### src/design/idu_pkg.sv
package idu_pkg;

	// Datapath widths
	localparam int word_w = 16;   // One register pair
	localparam int byte_w = 8;    // Half of a pair, the split boundary
	localparam int op_w   = 8;    // Opcode byte
	localparam int pair_w = 2;    // Pair select

	// Pair indices, same order as the opcode field in bits 5:4
	localparam logic [pair_w-1:0] pair_bc = 2'd0;
	localparam logic [pair_w-1:0] pair_de = 2'd1;
	localparam logic [pair_w-1:0] pair_hl = 2'd2;
	localparam logic [pair_w-1:0] pair_sp = 2'd3;

	// Base opcodes of the rr group
	// Pair field in bits 5:4 is zero here, the rest must match exactly
	localparam logic [op_w-1:0] op_ld_rr     = 8'h01;   // LD rr,nn
	localparam logic [op_w-1:0] op_inc_rr    = 8'h03;   // INC rr
	localparam logic [op_w-1:0] op_dec_rr    = 8'h0B;   // DEC rr
	localparam logic [op_w-1:0] op_split_inc = 8'h04;   // Both bytes plus one, no carry

	// HL address ops, full byte compare
	localparam logic [op_w-1:0] op_ld_hli = 8'h22;   // LD (HL+)
	localparam logic [op_w-1:0] op_ld_hld = 8'h32;   // LD (HL-)

endpackage

### src/design/idu_count.sv
module idu_count (
	input  logic                         clk4,
	input  logic                         arst_n,
	input  logic                         dec_valid,
	input  logic [idu_pkg::pair_w-1:0]   dec_pair,
	input  logic [idu_pkg::word_w-1:0]   dec_operand,
	input  logic                         dec_inc,
	input  logic                         dec_dec,
	input  logic                         dec_split,
	input  logic                         dec_addr,
	output logic                         ex_valid,
	output logic [idu_pkg::pair_w-1:0]   ex_pair,
	output logic [idu_pkg::word_w-1:0]   ex_value,
	output logic                         ex_addr,
	output logic [idu_pkg::word_w-1:0]   ex_operand
);
	import idu_pkg::*;

	logic              step;       // Any step selected
	logic [word_w-1:0] operand;    // Value actually stepped
	logic [word_w-1:0] step_val;   // Chain output

	assign step = dec_inc | dec_dec;

	// The command one ahead sits in the ex register now
	// Its result is newer than anything decode could see
	// LD carries its own immediate, so no override there
	assign operand = (step && ex_valid && ex_pair == dec_pair) ? ex_value : dec_operand;

	// Bit cells with ripple carry
	// No select at all gives a zero carry-in, so the value passes unchanged
	for (genvar i = 0; i < word_w; i++) begin : g_cell
		logic c_in;    // Toggle this bit
		logic c_out;   // Propagate to the next bit

		if (i == 0) begin : g_lsb
			assign c_in = step;
		end else if (i == byte_w) begin : g_hi
			// Split mode forces the high byte to step on its own
			assign c_in = dec_split | (g_cell[i-1].c_in & g_cell[i-1].c_out);
		end else begin : g_rip
			assign c_in = g_cell[i-1].c_in & g_cell[i-1].c_out;
		end

		assign c_out       = operand[i] ? dec_inc : dec_dec;   // 1 carries up, 0 borrows down
		assign step_val[i] = operand[i] ^ c_in;
	end

	always_ff @(posedge clk4 or negedge arst_n) begin
		if (!arst_n)
			ex_valid <= 1'b0;
		else
			ex_valid <= dec_valid;
	end

	// Result with pass-through fields
	always_ff @(posedge clk4) begin
		ex_pair    <= dec_pair;
		ex_value   <= step_val;
		ex_addr    <= dec_addr;
		ex_operand <= operand;    // Pre-step value, the address for HL ops
	end

	// Split is only defined as an increment
	a_split_inc: assert property (@(posedge clk4) disable iff (!arst_n)
		dec_valid && dec_split |-> dec_inc);

endmodule

### src/design/idu_decode.sv
module idu_decode (
	input  logic                         clk4,
	input  logic                         arst_n,
	input  logic                         cmd_valid,
	input  logic [idu_pkg::op_w-1:0]     cmd_op,
	input  logic [idu_pkg::word_w-1:0]   cmd_data,
	output logic [idu_pkg::pair_w-1:0]   rd_pair,
	input  logic [idu_pkg::word_w-1:0]   rd_value,
	input  logic                         ex_valid,
	input  logic [idu_pkg::pair_w-1:0]   ex_pair,
	input  logic [idu_pkg::word_w-1:0]   ex_value,
	input  logic                         res_valid,
	input  logic [idu_pkg::pair_w-1:0]   res_pair,
	input  logic [idu_pkg::word_w-1:0]   res_value,
	output logic                         dec_valid,
	output logic [idu_pkg::pair_w-1:0]   dec_pair,
	output logic [idu_pkg::word_w-1:0]   dec_operand,
	output logic                         dec_inc,
	output logic                         dec_dec,
	output logic                         dec_split,
	output logic                         dec_addr,
	output logic                         cmd_err
);
	import idu_pkg::*;

	logic              is_ld;      // LD rr,nn
	logic              is_inc;     // INC rr
	logic              is_dec;     // DEC rr
	logic              is_split;   // SPLIT INC rr
	logic              is_hli;     // LD (HL+)
	logic              is_hld;     // LD (HL-)
	logic              is_hl;
	logic              legal;
	logic [word_w-1:0] pair_val;   // Pair content after forwarding

	// Bits 5:4 carry the pair, every other bit must equal the base
	function automatic logic rr_match(input logic [op_w-1:0] op, input logic [op_w-1:0] base);
		return {op[7:6], op[3:0]} == {base[7:6], base[3:0]};
	endfunction

	assign is_ld    = rr_match(cmd_op, op_ld_rr);
	assign is_inc   = rr_match(cmd_op, op_inc_rr);
	assign is_dec   = rr_match(cmd_op, op_dec_rr);
	assign is_split = rr_match(cmd_op, op_split_inc);
	assign is_hli   = (cmd_op == op_ld_hli);
	assign is_hld   = (cmd_op == op_ld_hld);
	assign is_hl    = is_hli | is_hld;
	assign legal    = is_ld | is_inc | is_dec | is_split | is_hl;

	assign rd_pair = is_hl ? pair_hl : cmd_op[5:4];   // HL ops always address HL

	// Forwarding, youngest first
	// The command just ahead is still in decode, count picks that one up
	always_comb begin
		if (ex_valid && ex_pair == rd_pair)
			pair_val = ex_value;     // Two ahead, not yet written
		else if (res_valid && res_pair == rd_pair)
			pair_val = res_value;    // Three ahead, written this cycle
		else
			pair_val = rd_value;
	end

	// Step controls and strobes
	always_ff @(posedge clk4 or negedge arst_n) begin
		if (!arst_n) begin
			dec_valid <= 1'b0;
			cmd_err   <= 1'b0;
			dec_inc   <= 1'b0;
			dec_dec   <= 1'b0;
			dec_split <= 1'b0;
			dec_addr  <= 1'b0;
		end else begin
			dec_valid <= cmd_valid & legal;
			cmd_err   <= cmd_valid & ~legal;     // Illegal op, no result follows
			dec_inc   <= is_inc | is_split | is_hli;
			dec_dec   <= is_dec | is_hld;
			dec_split <= is_split;
			dec_addr  <= is_hl;                  // Pre-step HL goes out as address
		end
	end

	// Payload
	always_ff @(posedge clk4) begin
		dec_pair    <= rd_pair;
		dec_operand <= is_ld ? cmd_data : pair_val;   // LD passes the immediate
	end

	// Inc and dec selects never overlap, else the chain mixes both steps
	a_step_excl: assert property (@(posedge clk4) disable iff (!arst_n)
		$onehot0({dec_inc, dec_dec}));

endmodule

### src/design/idu_regfile.sv
module idu_regfile (
	input  logic                         clk4,
	input  logic                         arst_n,
	input  logic [idu_pkg::pair_w-1:0]   rd_pair,
	output logic [idu_pkg::word_w-1:0]   rd_value,
	input  logic                         ex_valid,
	input  logic [idu_pkg::pair_w-1:0]   ex_pair,
	input  logic [idu_pkg::word_w-1:0]   ex_value,
	input  logic                         ex_addr,
	input  logic [idu_pkg::word_w-1:0]   ex_operand,
	output logic                         res_valid,
	output logic [idu_pkg::pair_w-1:0]   res_pair,
	output logic [idu_pkg::word_w-1:0]   res_value,
	output logic                         addr_valid,
	output logic [idu_pkg::word_w-1:0]   addr
);
	import idu_pkg::*;

	logic [word_w-1:0] pairs [pair_bc:pair_sp];   // BC, DE, HL, SP

	assign rd_value = pairs[rd_pair];   // Read port for decode

	// Pairs start at zero
	always_ff @(posedge clk4 or negedge arst_n) begin
		if (!arst_n) begin
			for (int i = pair_bc; i <= pair_sp; i++)
				pairs[i] <= '0;
			res_valid  <= 1'b0;
			addr_valid <= 1'b0;
		end else begin
			if (ex_valid)
				pairs[ex_pair] <= ex_value;
			res_valid  <= ex_valid;
			addr_valid <= ex_valid & ex_addr;   // HL ops only
		end
	end

	always_ff @(posedge clk4) begin
		res_pair  <= ex_pair;
		res_value <= ex_value;
		addr      <= ex_operand;   // Old HL
	end

	// Only HL commands put a value on the address port
	a_addr_hl: assert property (@(posedge clk4) disable iff (!arst_n)
		addr_valid |-> res_valid && res_pair == pair_hl);

endmodule

### src/design/idu_top.sv
module idu_top (
	input  logic                         clk4,
	input  logic                         arst_n,
	input  logic                         cmd_valid,
	input  logic [idu_pkg::op_w-1:0]     cmd_op,
	input  logic [idu_pkg::word_w-1:0]   cmd_data,
	output logic                         res_valid,
	output logic [idu_pkg::pair_w-1:0]   res_pair,
	output logic [idu_pkg::word_w-1:0]   res_value,
	output logic                         addr_valid,
	output logic [idu_pkg::word_w-1:0]   addr,
	output logic                         cmd_err
);
	import idu_pkg::*;

	// Regfile read port
	logic [pair_w-1:0] rd_pair;
	logic [word_w-1:0] rd_value;

	// Decode stage
	logic              dec_valid;
	logic [pair_w-1:0] dec_pair;
	logic [word_w-1:0] dec_operand;
	logic              dec_inc;
	logic              dec_dec;
	logic              dec_split;
	logic              dec_addr;

	// Count stage
	logic              ex_valid;
	logic [pair_w-1:0] ex_pair;
	logic [word_w-1:0] ex_value;
	logic              ex_addr;
	logic [word_w-1:0] ex_operand;

	idu_decode u_idu_decode (
		.clk4        (clk4),
		.arst_n      (arst_n),
		.cmd_valid   (cmd_valid),
		.cmd_op      (cmd_op),
		.cmd_data    (cmd_data),
		.rd_pair     (rd_pair),
		.rd_value    (rd_value),
		.ex_valid    (ex_valid),
		.ex_pair     (ex_pair),
		.ex_value    (ex_value),
		.res_valid   (res_valid),     // Write-back forward
		.res_pair    (res_pair),
		.res_value   (res_value),
		.dec_valid   (dec_valid),
		.dec_pair    (dec_pair),
		.dec_operand (dec_operand),
		.dec_inc     (dec_inc),
		.dec_dec     (dec_dec),
		.dec_split   (dec_split),
		.dec_addr    (dec_addr),
		.cmd_err     (cmd_err)
	);

	idu_count u_idu_count (
		.clk4        (clk4),
		.arst_n      (arst_n),
		.dec_valid   (dec_valid),
		.dec_pair    (dec_pair),
		.dec_operand (dec_operand),
		.dec_inc     (dec_inc),
		.dec_dec     (dec_dec),
		.dec_split   (dec_split),
		.dec_addr    (dec_addr),
		.ex_valid    (ex_valid),
		.ex_pair     (ex_pair),
		.ex_value    (ex_value),
		.ex_addr     (ex_addr),
		.ex_operand  (ex_operand)
	);

	idu_regfile u_idu_regfile (
		.clk4        (clk4),
		.arst_n      (arst_n),
		.rd_pair     (rd_pair),
		.rd_value    (rd_value),
		.ex_valid    (ex_valid),
		.ex_pair     (ex_pair),
		.ex_value    (ex_value),
		.ex_addr     (ex_addr),
		.ex_operand  (ex_operand),
		.res_valid   (res_valid),
		.res_pair    (res_pair),
		.res_value   (res_value),
		.addr_valid  (addr_valid),
		.addr        (addr)
	);

endmodule

### config.mk
export PLATFORM = sky130hd
export DESIGN_NAME = idu_top
export DESIGN_NICKNAME = d
export VERILOG_FILES = /design/src/design/idu_pkg.sv /design/src/design/idu_count.sv /design/src/design/idu_decode.sv /design/src/design/idu_regfile.sv /design/src/design/idu_top.sv
export SDC_FILE = /design/constraint.sdc
export NUM_CORES = 1
export LEC_CHECK = 0
export BUFFER_PORTS_ARGS = -buffer_cell sky130_fd_sc_hd__buf_2
export CORE_MARGIN = 4
export CORE_UTILIZATION = 50
export CTS_CLUSTER_DIAMETER = 200
export DETAILED_ROUTE_END_ITERATION = 12
export PLACE_DENSITY = 0.77
export RECOVER_POWER = 50
export SYNTH_ARGS = -nofsm -noshare
export SYNTH_HDL_FRONTEND = slang
export SYNTH_SLANG_ARGS = --single-unit
### constraint.sdc
create_clock -name clk4 -period 3.5 [get_ports clk4]
set_input_delay 0.7 -clock clk4 [delete_from_list [all_inputs] [get_ports clk4]]
set_output_delay 0.7 -clock clk4 [all_outputs]
set_load 0.01 [all_outputs]
* After elaboration in Yosys (flattened, before gate mapping) *
Cells that the tools add are included.

cells by class
  reductions and logical operators = 5
  equality and inequality tests = 9
  multiplexer cells = 26
  bitwise logic cells = 47
  magnitude comparators = 3

operators by type and width
  operator              count
  $mux W16              7
  $bwmux W64            1
  $bmux W16 S2          1
  $demux W16 S2         1
  $and A1 B1 Y1         18
  $eq A8 B6 Y1 const B  2
  $xor A1 B1 Y1         16
  $mux W1               15
  $or A1 B1 Y1          10
  $eq A2 B2 Y1          3
  $eq A6 B1 Y1 const B  1
  $eq A6 B2 Y1 const B  1
  $eq A6 B3 Y1 const B  1
  $eq A6 B4 Y1 const B  1
  $ge A3 B3 Y1 const B  2
  $not A2 Y3            2
  $logic_and A1 B1 Y1   5
  $lt A3 B1 Y1 const B  1
  $mux W2               1
  $not A1 Y1            1

word-level totals
  logic and storage cells = 112
  bits in registers = 160
  output and inout bits = 37

* Logic depth before layout (Yosys ltp) *
  depth in word-level cells = 22
  depth in mapped cells = 9
  gate-level depth less buffers = 7

* Modules after synthesis *
Synthesis repeated with hierarchy kept, for this count alone.

unflattened totals
  cell total of the unflattened synthesis = 555
  area total of the unflattened synthesis = 6996.7 sq um

by module, submodules not included
  module       cells an instance  times used  area each (sq um)  sequential area each (sq um)
  idu_regfile  193                1           3535.9             2332.2
  idu_count    186                1           1906.8             725.7
  idu_decode   176                1           1554.0             510.5

* Least setup slack after synthesis *
OpenSTA, ideal clock, no wires.

  kind = in2reg
  start = input cmd_op[7] (netlist bit)
  end = register u_idu_decode.dec_operand[14] (netlist bit)
  setup time = 0.114 ns
  stages = 8
  data arrival time = 2.757 ns
  required time = 3.386 ns
  slack = 0.629 ns
  buffers on the path = 2
  cells stage by stage = or3_1 > buf_2 > o41ai_4 > buf_2 > mux4_2 > mux2i_1 > a211oi_1 > a21o_1

on the way
  word-level cells in the longest chain between the ends = 10
  elaborated cells between the ends (all ways) = 16

ends and longest elaborated chain
  element                                       RTL line                            source
  start, declared                               idu_top.sv:5                        input logic [idu_pkg::op_w-1:0] cmd_op,
  $eq A8 B6 Y1 (on tied branches)               idu_decode.sv:45, idu_decode.sv:46
  $or A1 B1 Y1                                  idu_decode.sv:47                    assign is_hl = is_hli | is_hld;
  $mux W2                                       idu_decode.sv:50                    assign rd_pair = is_hl ? pair_hl : cmd_op[5:4];
  $not A2 Y3 (not written as such)              idu_regfile.sv:21                   assign rd_value = pairs[rd_pair];
  $bmux W16 S2                                  idu_regfile.sv:21
  $mux W16 (not written as such) (2 in series)  idu_regfile.sv:21
  $mux W16                                      idu_decode.sv:57                    else if (res_valid && res_pair == rd_pair)
  $mux W16                                      idu_decode.sv:55                    if (ex_valid && ex_pair == rd_pair)
  $mux W16 *                                    idu_decode.sv:85                    dec_operand <= is_ld ? cmd_data : pair_val;
  end signal, assigned                          idu_decode.sv:85
  end, declared                                 idu_decode.sv:17                    output logic [idu_pkg::word_w-1:0] dec_operand,

Mark *: on every way between the ends. The rest lies on a longest branch, timed or not. The select of a mux whose other input is x is not followed.
A chain may end at the register's enable or synchronous reset.

* Final worst setup path *
  start = register u_idu_count.ex_pair[1] (netlist bit)
  end = register u_idu_count.ex_value[13] (netlist bit)

on the way
  word-level cells in the longest chain between the ends = 19
  elaborated cells between the ends (all ways) = 31

ends and longest elaborated chain
  element                             RTL line         source
  start, declared                     idu_count.sv:12  output logic [idu_pkg::pair_w-1:0] ex_pair,
  start signal, assigned              idu_count.sv:58  ex_pair <= dec_pair;
  $eq A2 B2 Y1 *                      idu_count.sv:28  assign operand = (step && ex_valid && ex_pair == dec_pair) ? ex_value : dec_operand;
  $logic_and A1 B1 Y1 *               idu_count.sv:28
  $mux W16 *                          idu_count.sv:28
  $mux W1                             idu_count.sv:45  assign c_out = operand[i] ? dec_inc : dec_dec;
  $and A1 B1 Y1 (7 in series)         idu_count.sv:42  assign c_in = g_cell[i-1].c_in & g_cell[i-1].c_out;
  $and A1 B1 Y1                       idu_count.sv:40  assign c_in = dec_split | (g_cell[i-1].c_in & g_cell[i-1].c_out);
  $or A1 B1 Y1                        idu_count.sv:40
  $and A1 B1 Y1 (5 in series)         idu_count.sv:42
  $xor A1 B1 Y1 *                     idu_count.sv:46  assign step_val[i] = operand[i] ^ c_in;
  named net u_idu_count.step_val[13]  idu_count.sv:21  logic [word_w-1:0] step_val;
  end signal, assigned                idu_count.sv:59  ex_value <= step_val;
  end, declared                       idu_count.sv:13  output logic [idu_pkg::word_w-1:0] ex_value,

Mark *: on every way through the listed nets, which the timed path passes. The rest lies on a longest branch.

==> flow_summary.yaml <==
global_routing:
  grt_pass1_wl_um: 22200
  grt_use_total_pct: 19.5
  grt_max_degree: 74
  gr-total-overflow: 0
  antenna_found_initial: 0
  first_global_vias: 4240
logic_synthesis:
  postSynthAreaPerCell_um2: 13.0
  synth_top_cell_area_share_pct: 28.4
  ys_warn_count: 0
  synthDistinctLibCells: 49
  async_flop_share_pct: 45.6
  ys.flop_type: "dfxtp_1"
  yosys_register_bits: 160
  synth_enable_flop_cells: 0
  yosysTopAreaCell: "dfrtp_1"
  ys_top_cells_by_area: "dfrtp_1 28%, dfxtp_1 27%, mux2_2 14%"
  syn_area_mm2: 0.00644
  syn_inst: 494
  ys_seq_area_share_pct: 55.4
  synth_nets: 521
power:
  peakVddDrop_uv: 309
  power.density_mw_per_mm2: 505
  total_leakage_power_nw: 3.73
critical_path:
  ff2ff_setup_slack_ps: 430
  start_kind: "flop"
  path_cells: "xor2_1, a2111oi_0, o22ai_1, nor3_2, a31oi_2, or3_1, xnor2_1"
  rr_worst_depth: 7
  critPathKind: "flop to flop"
  cp_max_fo: 9
  endpoint_kind: "flop"
  crit_slowest_cell: "a2111oi_0"
  cpPeakStageDelay_ps: 580
  critPathRequiredTime_ps: 3820
  timing.rr.end: "u_idu_count.ex_value[13]"
  critPathTopFamily: "compound AO/OA/AOI/OAI gates"
  cp_num_cells: 7
  crit_buf_inv: 0
  worstPathArrival_ps: 3390
  regToRegStartpoint: "u_idu_count.ex_pair[1]"
timing:
  hold_viol: 0
  period_minus_slack_ps: 3070
  relSlewSlack_pct: -16.0
  hold_ws_ps: 326
  fin_worst_skew_ps: 6.40
  worst_slew_pin_slew_ps: 1740
  fmax_mhz: 325
  rsz0062_at_grt: "no"
  fin_tns_setup_ps: 0
  fin_ws_ps: 425
  fin_crit_sh_pct: 87.8
  final-setup-viol-count: 0
  drv_slew: 94
floorplan:
  die_y_um: 122
  num_rows: 41
  start_util_pct: 51.0
  coreArea_mm2: 0.0126
  die_area_mm2: 0.0148
  die_x_um: 122
  io_pins: 64
cts:
  htree_levels: 4
  cts_buffers: 17
  cts_tree: "yes"
  post_cts.repair.setup_buffers: 0
  insertion_delay_ps: 430
  hold_buffers: 0
  post_cts_resized: 0
  clk_path_buf_depth: 2
  cts-root-buf: "clkbuf_16"
  clk_pin_slew_ps: 60
  numClockSinks: 160
layout:
  area_delta_synth_final_pct: 16.1
  nFillCells: 1014
  utilization_pct: 59.3
  drive_gt1_share_pct: 34.8
  final_nets: 589
  num_antenna_cells: 0
route:
  ant_nets: 0
  wl_um: 13500
  vias: 4136
  remaining_drc_errors: 0
  vias_per_cell: 5.54
  drt_pre_antenna_iters: 5
  drt_iter0_drc: 269
  wl_per_cell_um: 18.1
worst_hold_path:
  min_from: "u_idu_count.ex_operand[3]"
  min_delay_path_depth: 0
  worst_hold_path.endpoint: "u_idu_regfile.addr[3]"
  hold_class: "flop to flop"
flow_run:
  cap_violations: 2
outcome:
  violations: "capacitance limit, slew limit"
  status: "finished, violations left"
place:
  port_buffers: 63
  dpl.hpwl_um: 9240
  gp_congestion: 0.865
  pre_cts_ws_ps: 346
[registers in the layout, summed over array words and instances (netlist names)]
signal                    cells
u_idu_regfile.addr           16
u_idu_decode.dec_addr         1
u_idu_decode.dec_pair         2
u_idu_count.ex_pair           2
u_idu_regfile.res_value      16
u_idu_decode.dec_valid        1
u_idu_regfile.addr_valid      1
u_idu_count.ex_valid          1
u_idu_count.ex_operand       16
u_idu_decode.dec_split        1
u_idu_decode.dec_dec          1
u_idu_decode.dec_inc          1
u_idu_decode.cmd_err          1
u_idu_count.ex_addr           1
u_idu_regfile.pairs          64
u_idu_count.ex_value         16
u_idu_regfile.res_pair        2
u_idu_regfile.res_valid       1
u_idu_decode.dec_operand     16
[metrics by stage]
step | total power, mW | cells | area (um^2)
finish | 3.78 | 747 | 7480
global route | 3.92 | 747 | 7480
CTS | 3.81 | 747 | 7500
detailed placement | 2.14 | 715 | 6960
global placement | 2.13 | 715 | 6960
floorplan | 2.05 | 494 | 6440
[how the worst max path moves through the flow]
stage,start,endpoint
6_report,u_idu_count.ex_pair[1],u_idu_count.ex_value[13]
5_1_grt,u_idu_count.ex_pair[1],u_idu_count.ex_value[14]
4_1_cts,u_idu_count.ex_pair[1],u_idu_count.ex_value[13]
3_5_place_dp,cmd_op[7],u_idu_decode.dec_operand[15]
3_3_place_gp,cmd_op[7],u_idu_decode.dec_operand[15]
2_1_floorplan,cmd_op[7],u_idu_decode.dec_operand[14]
[power by group]
| group | total, mW | internal (mW) | switching [mW] |
|---|---|---|---|
| sequential | 1.93 | 1.88 | 0.0437 |
| combinational | 0.176 | 0.0774 | 0.0984 |
| clock | 1.68 | 0.912 | 0.764 |
| total | 3.78 | 2.87 | 0.906 |
[Yosys cell counts (3+ instances only)]
| cell | count |
|---|---|
| nand2_1 | 18 |
| xnor2_1 | 12 |
| dfxtp_1 | 87 |
| nand3_1 | 5 |
| a32oi_1 | 6 |
| buf_1 | 3 |
| buf_2 | 7 |
| a21o_1 | 16 |
| nand2b_1 | 10 |
| mux4_2 | 13 |
| mux2i_1 | 25 |
| xor2_1 | 11 |
| nor3_1 | 8 |
| or2b_1 | 3 |
| mux2_2 | 78 |
| a21oi_1 | 5 |
| o21bai_1 | 3 |
| inv_1 | 7 |
| a211oi_1 | 16 |
| nor2_1 | 27 |
| a2111oi_0 | 6 |
| mux4_1 | 3 |
| dfrtp_1 | 73 |
| clkbuf_1 | 15 |
| o22ai_1 | 4 |
[cells in the final DEF (no fill, tap or decap), types with 5 or more instances in the layout]
master,n
mux2_2,78
mux2i_1,25
clkinv_4,5
a2111oi_0,6
nand2_1,18
inv_1,7
a21o_1,16
a21oi_1,5
xor2_1,11
xnor2_1,12
nand2b_1,10
dfxtp_1,87
buf_2,62
nor3_1,8
clkbuf_16,17
a211oi_1,16
buf_4,8
nand3_1,5
a32oi_1,6
dfrtp_1,73
mux4_2,13
nor2_1,27
[per-layer routing]
layer	share of wire, %	track usage, %	up-vias
met2	49	30.9	134
li1	-	-	1935
met4	2.0	7.70	0
met3	5.6	4.57	23
met1	43	26.2	2044
met5	0	0	-
[area by class of cell]
cell class                 count  area (um^2)  share of cell area, %
clock inverter                15          113                   1.51
clock buffer                  17          425                   5.69
inverter                       8         30.0                  0.401
tap                          172          215                   2.88
multi-input combinational    300         2740                   36.6
timing repair buffer          75          390                   5.22
sequential                   160         3570                   47.7
[cell families (layout without fill, tap and decap cells)]
family	count (synthesis)	count (layout)	share of synthesized area, %
multiplexers	119	119	23.3
AO/OA/AOI/OAI	66	66	8.14
flip-flops	160	160	55.4
XOR/XNOR	24	24	3.38
buffers and inverters	34	115	2.23
AND/OR/NAND/NOR	91	91	7.56
(Power assumes the default switching activity.)
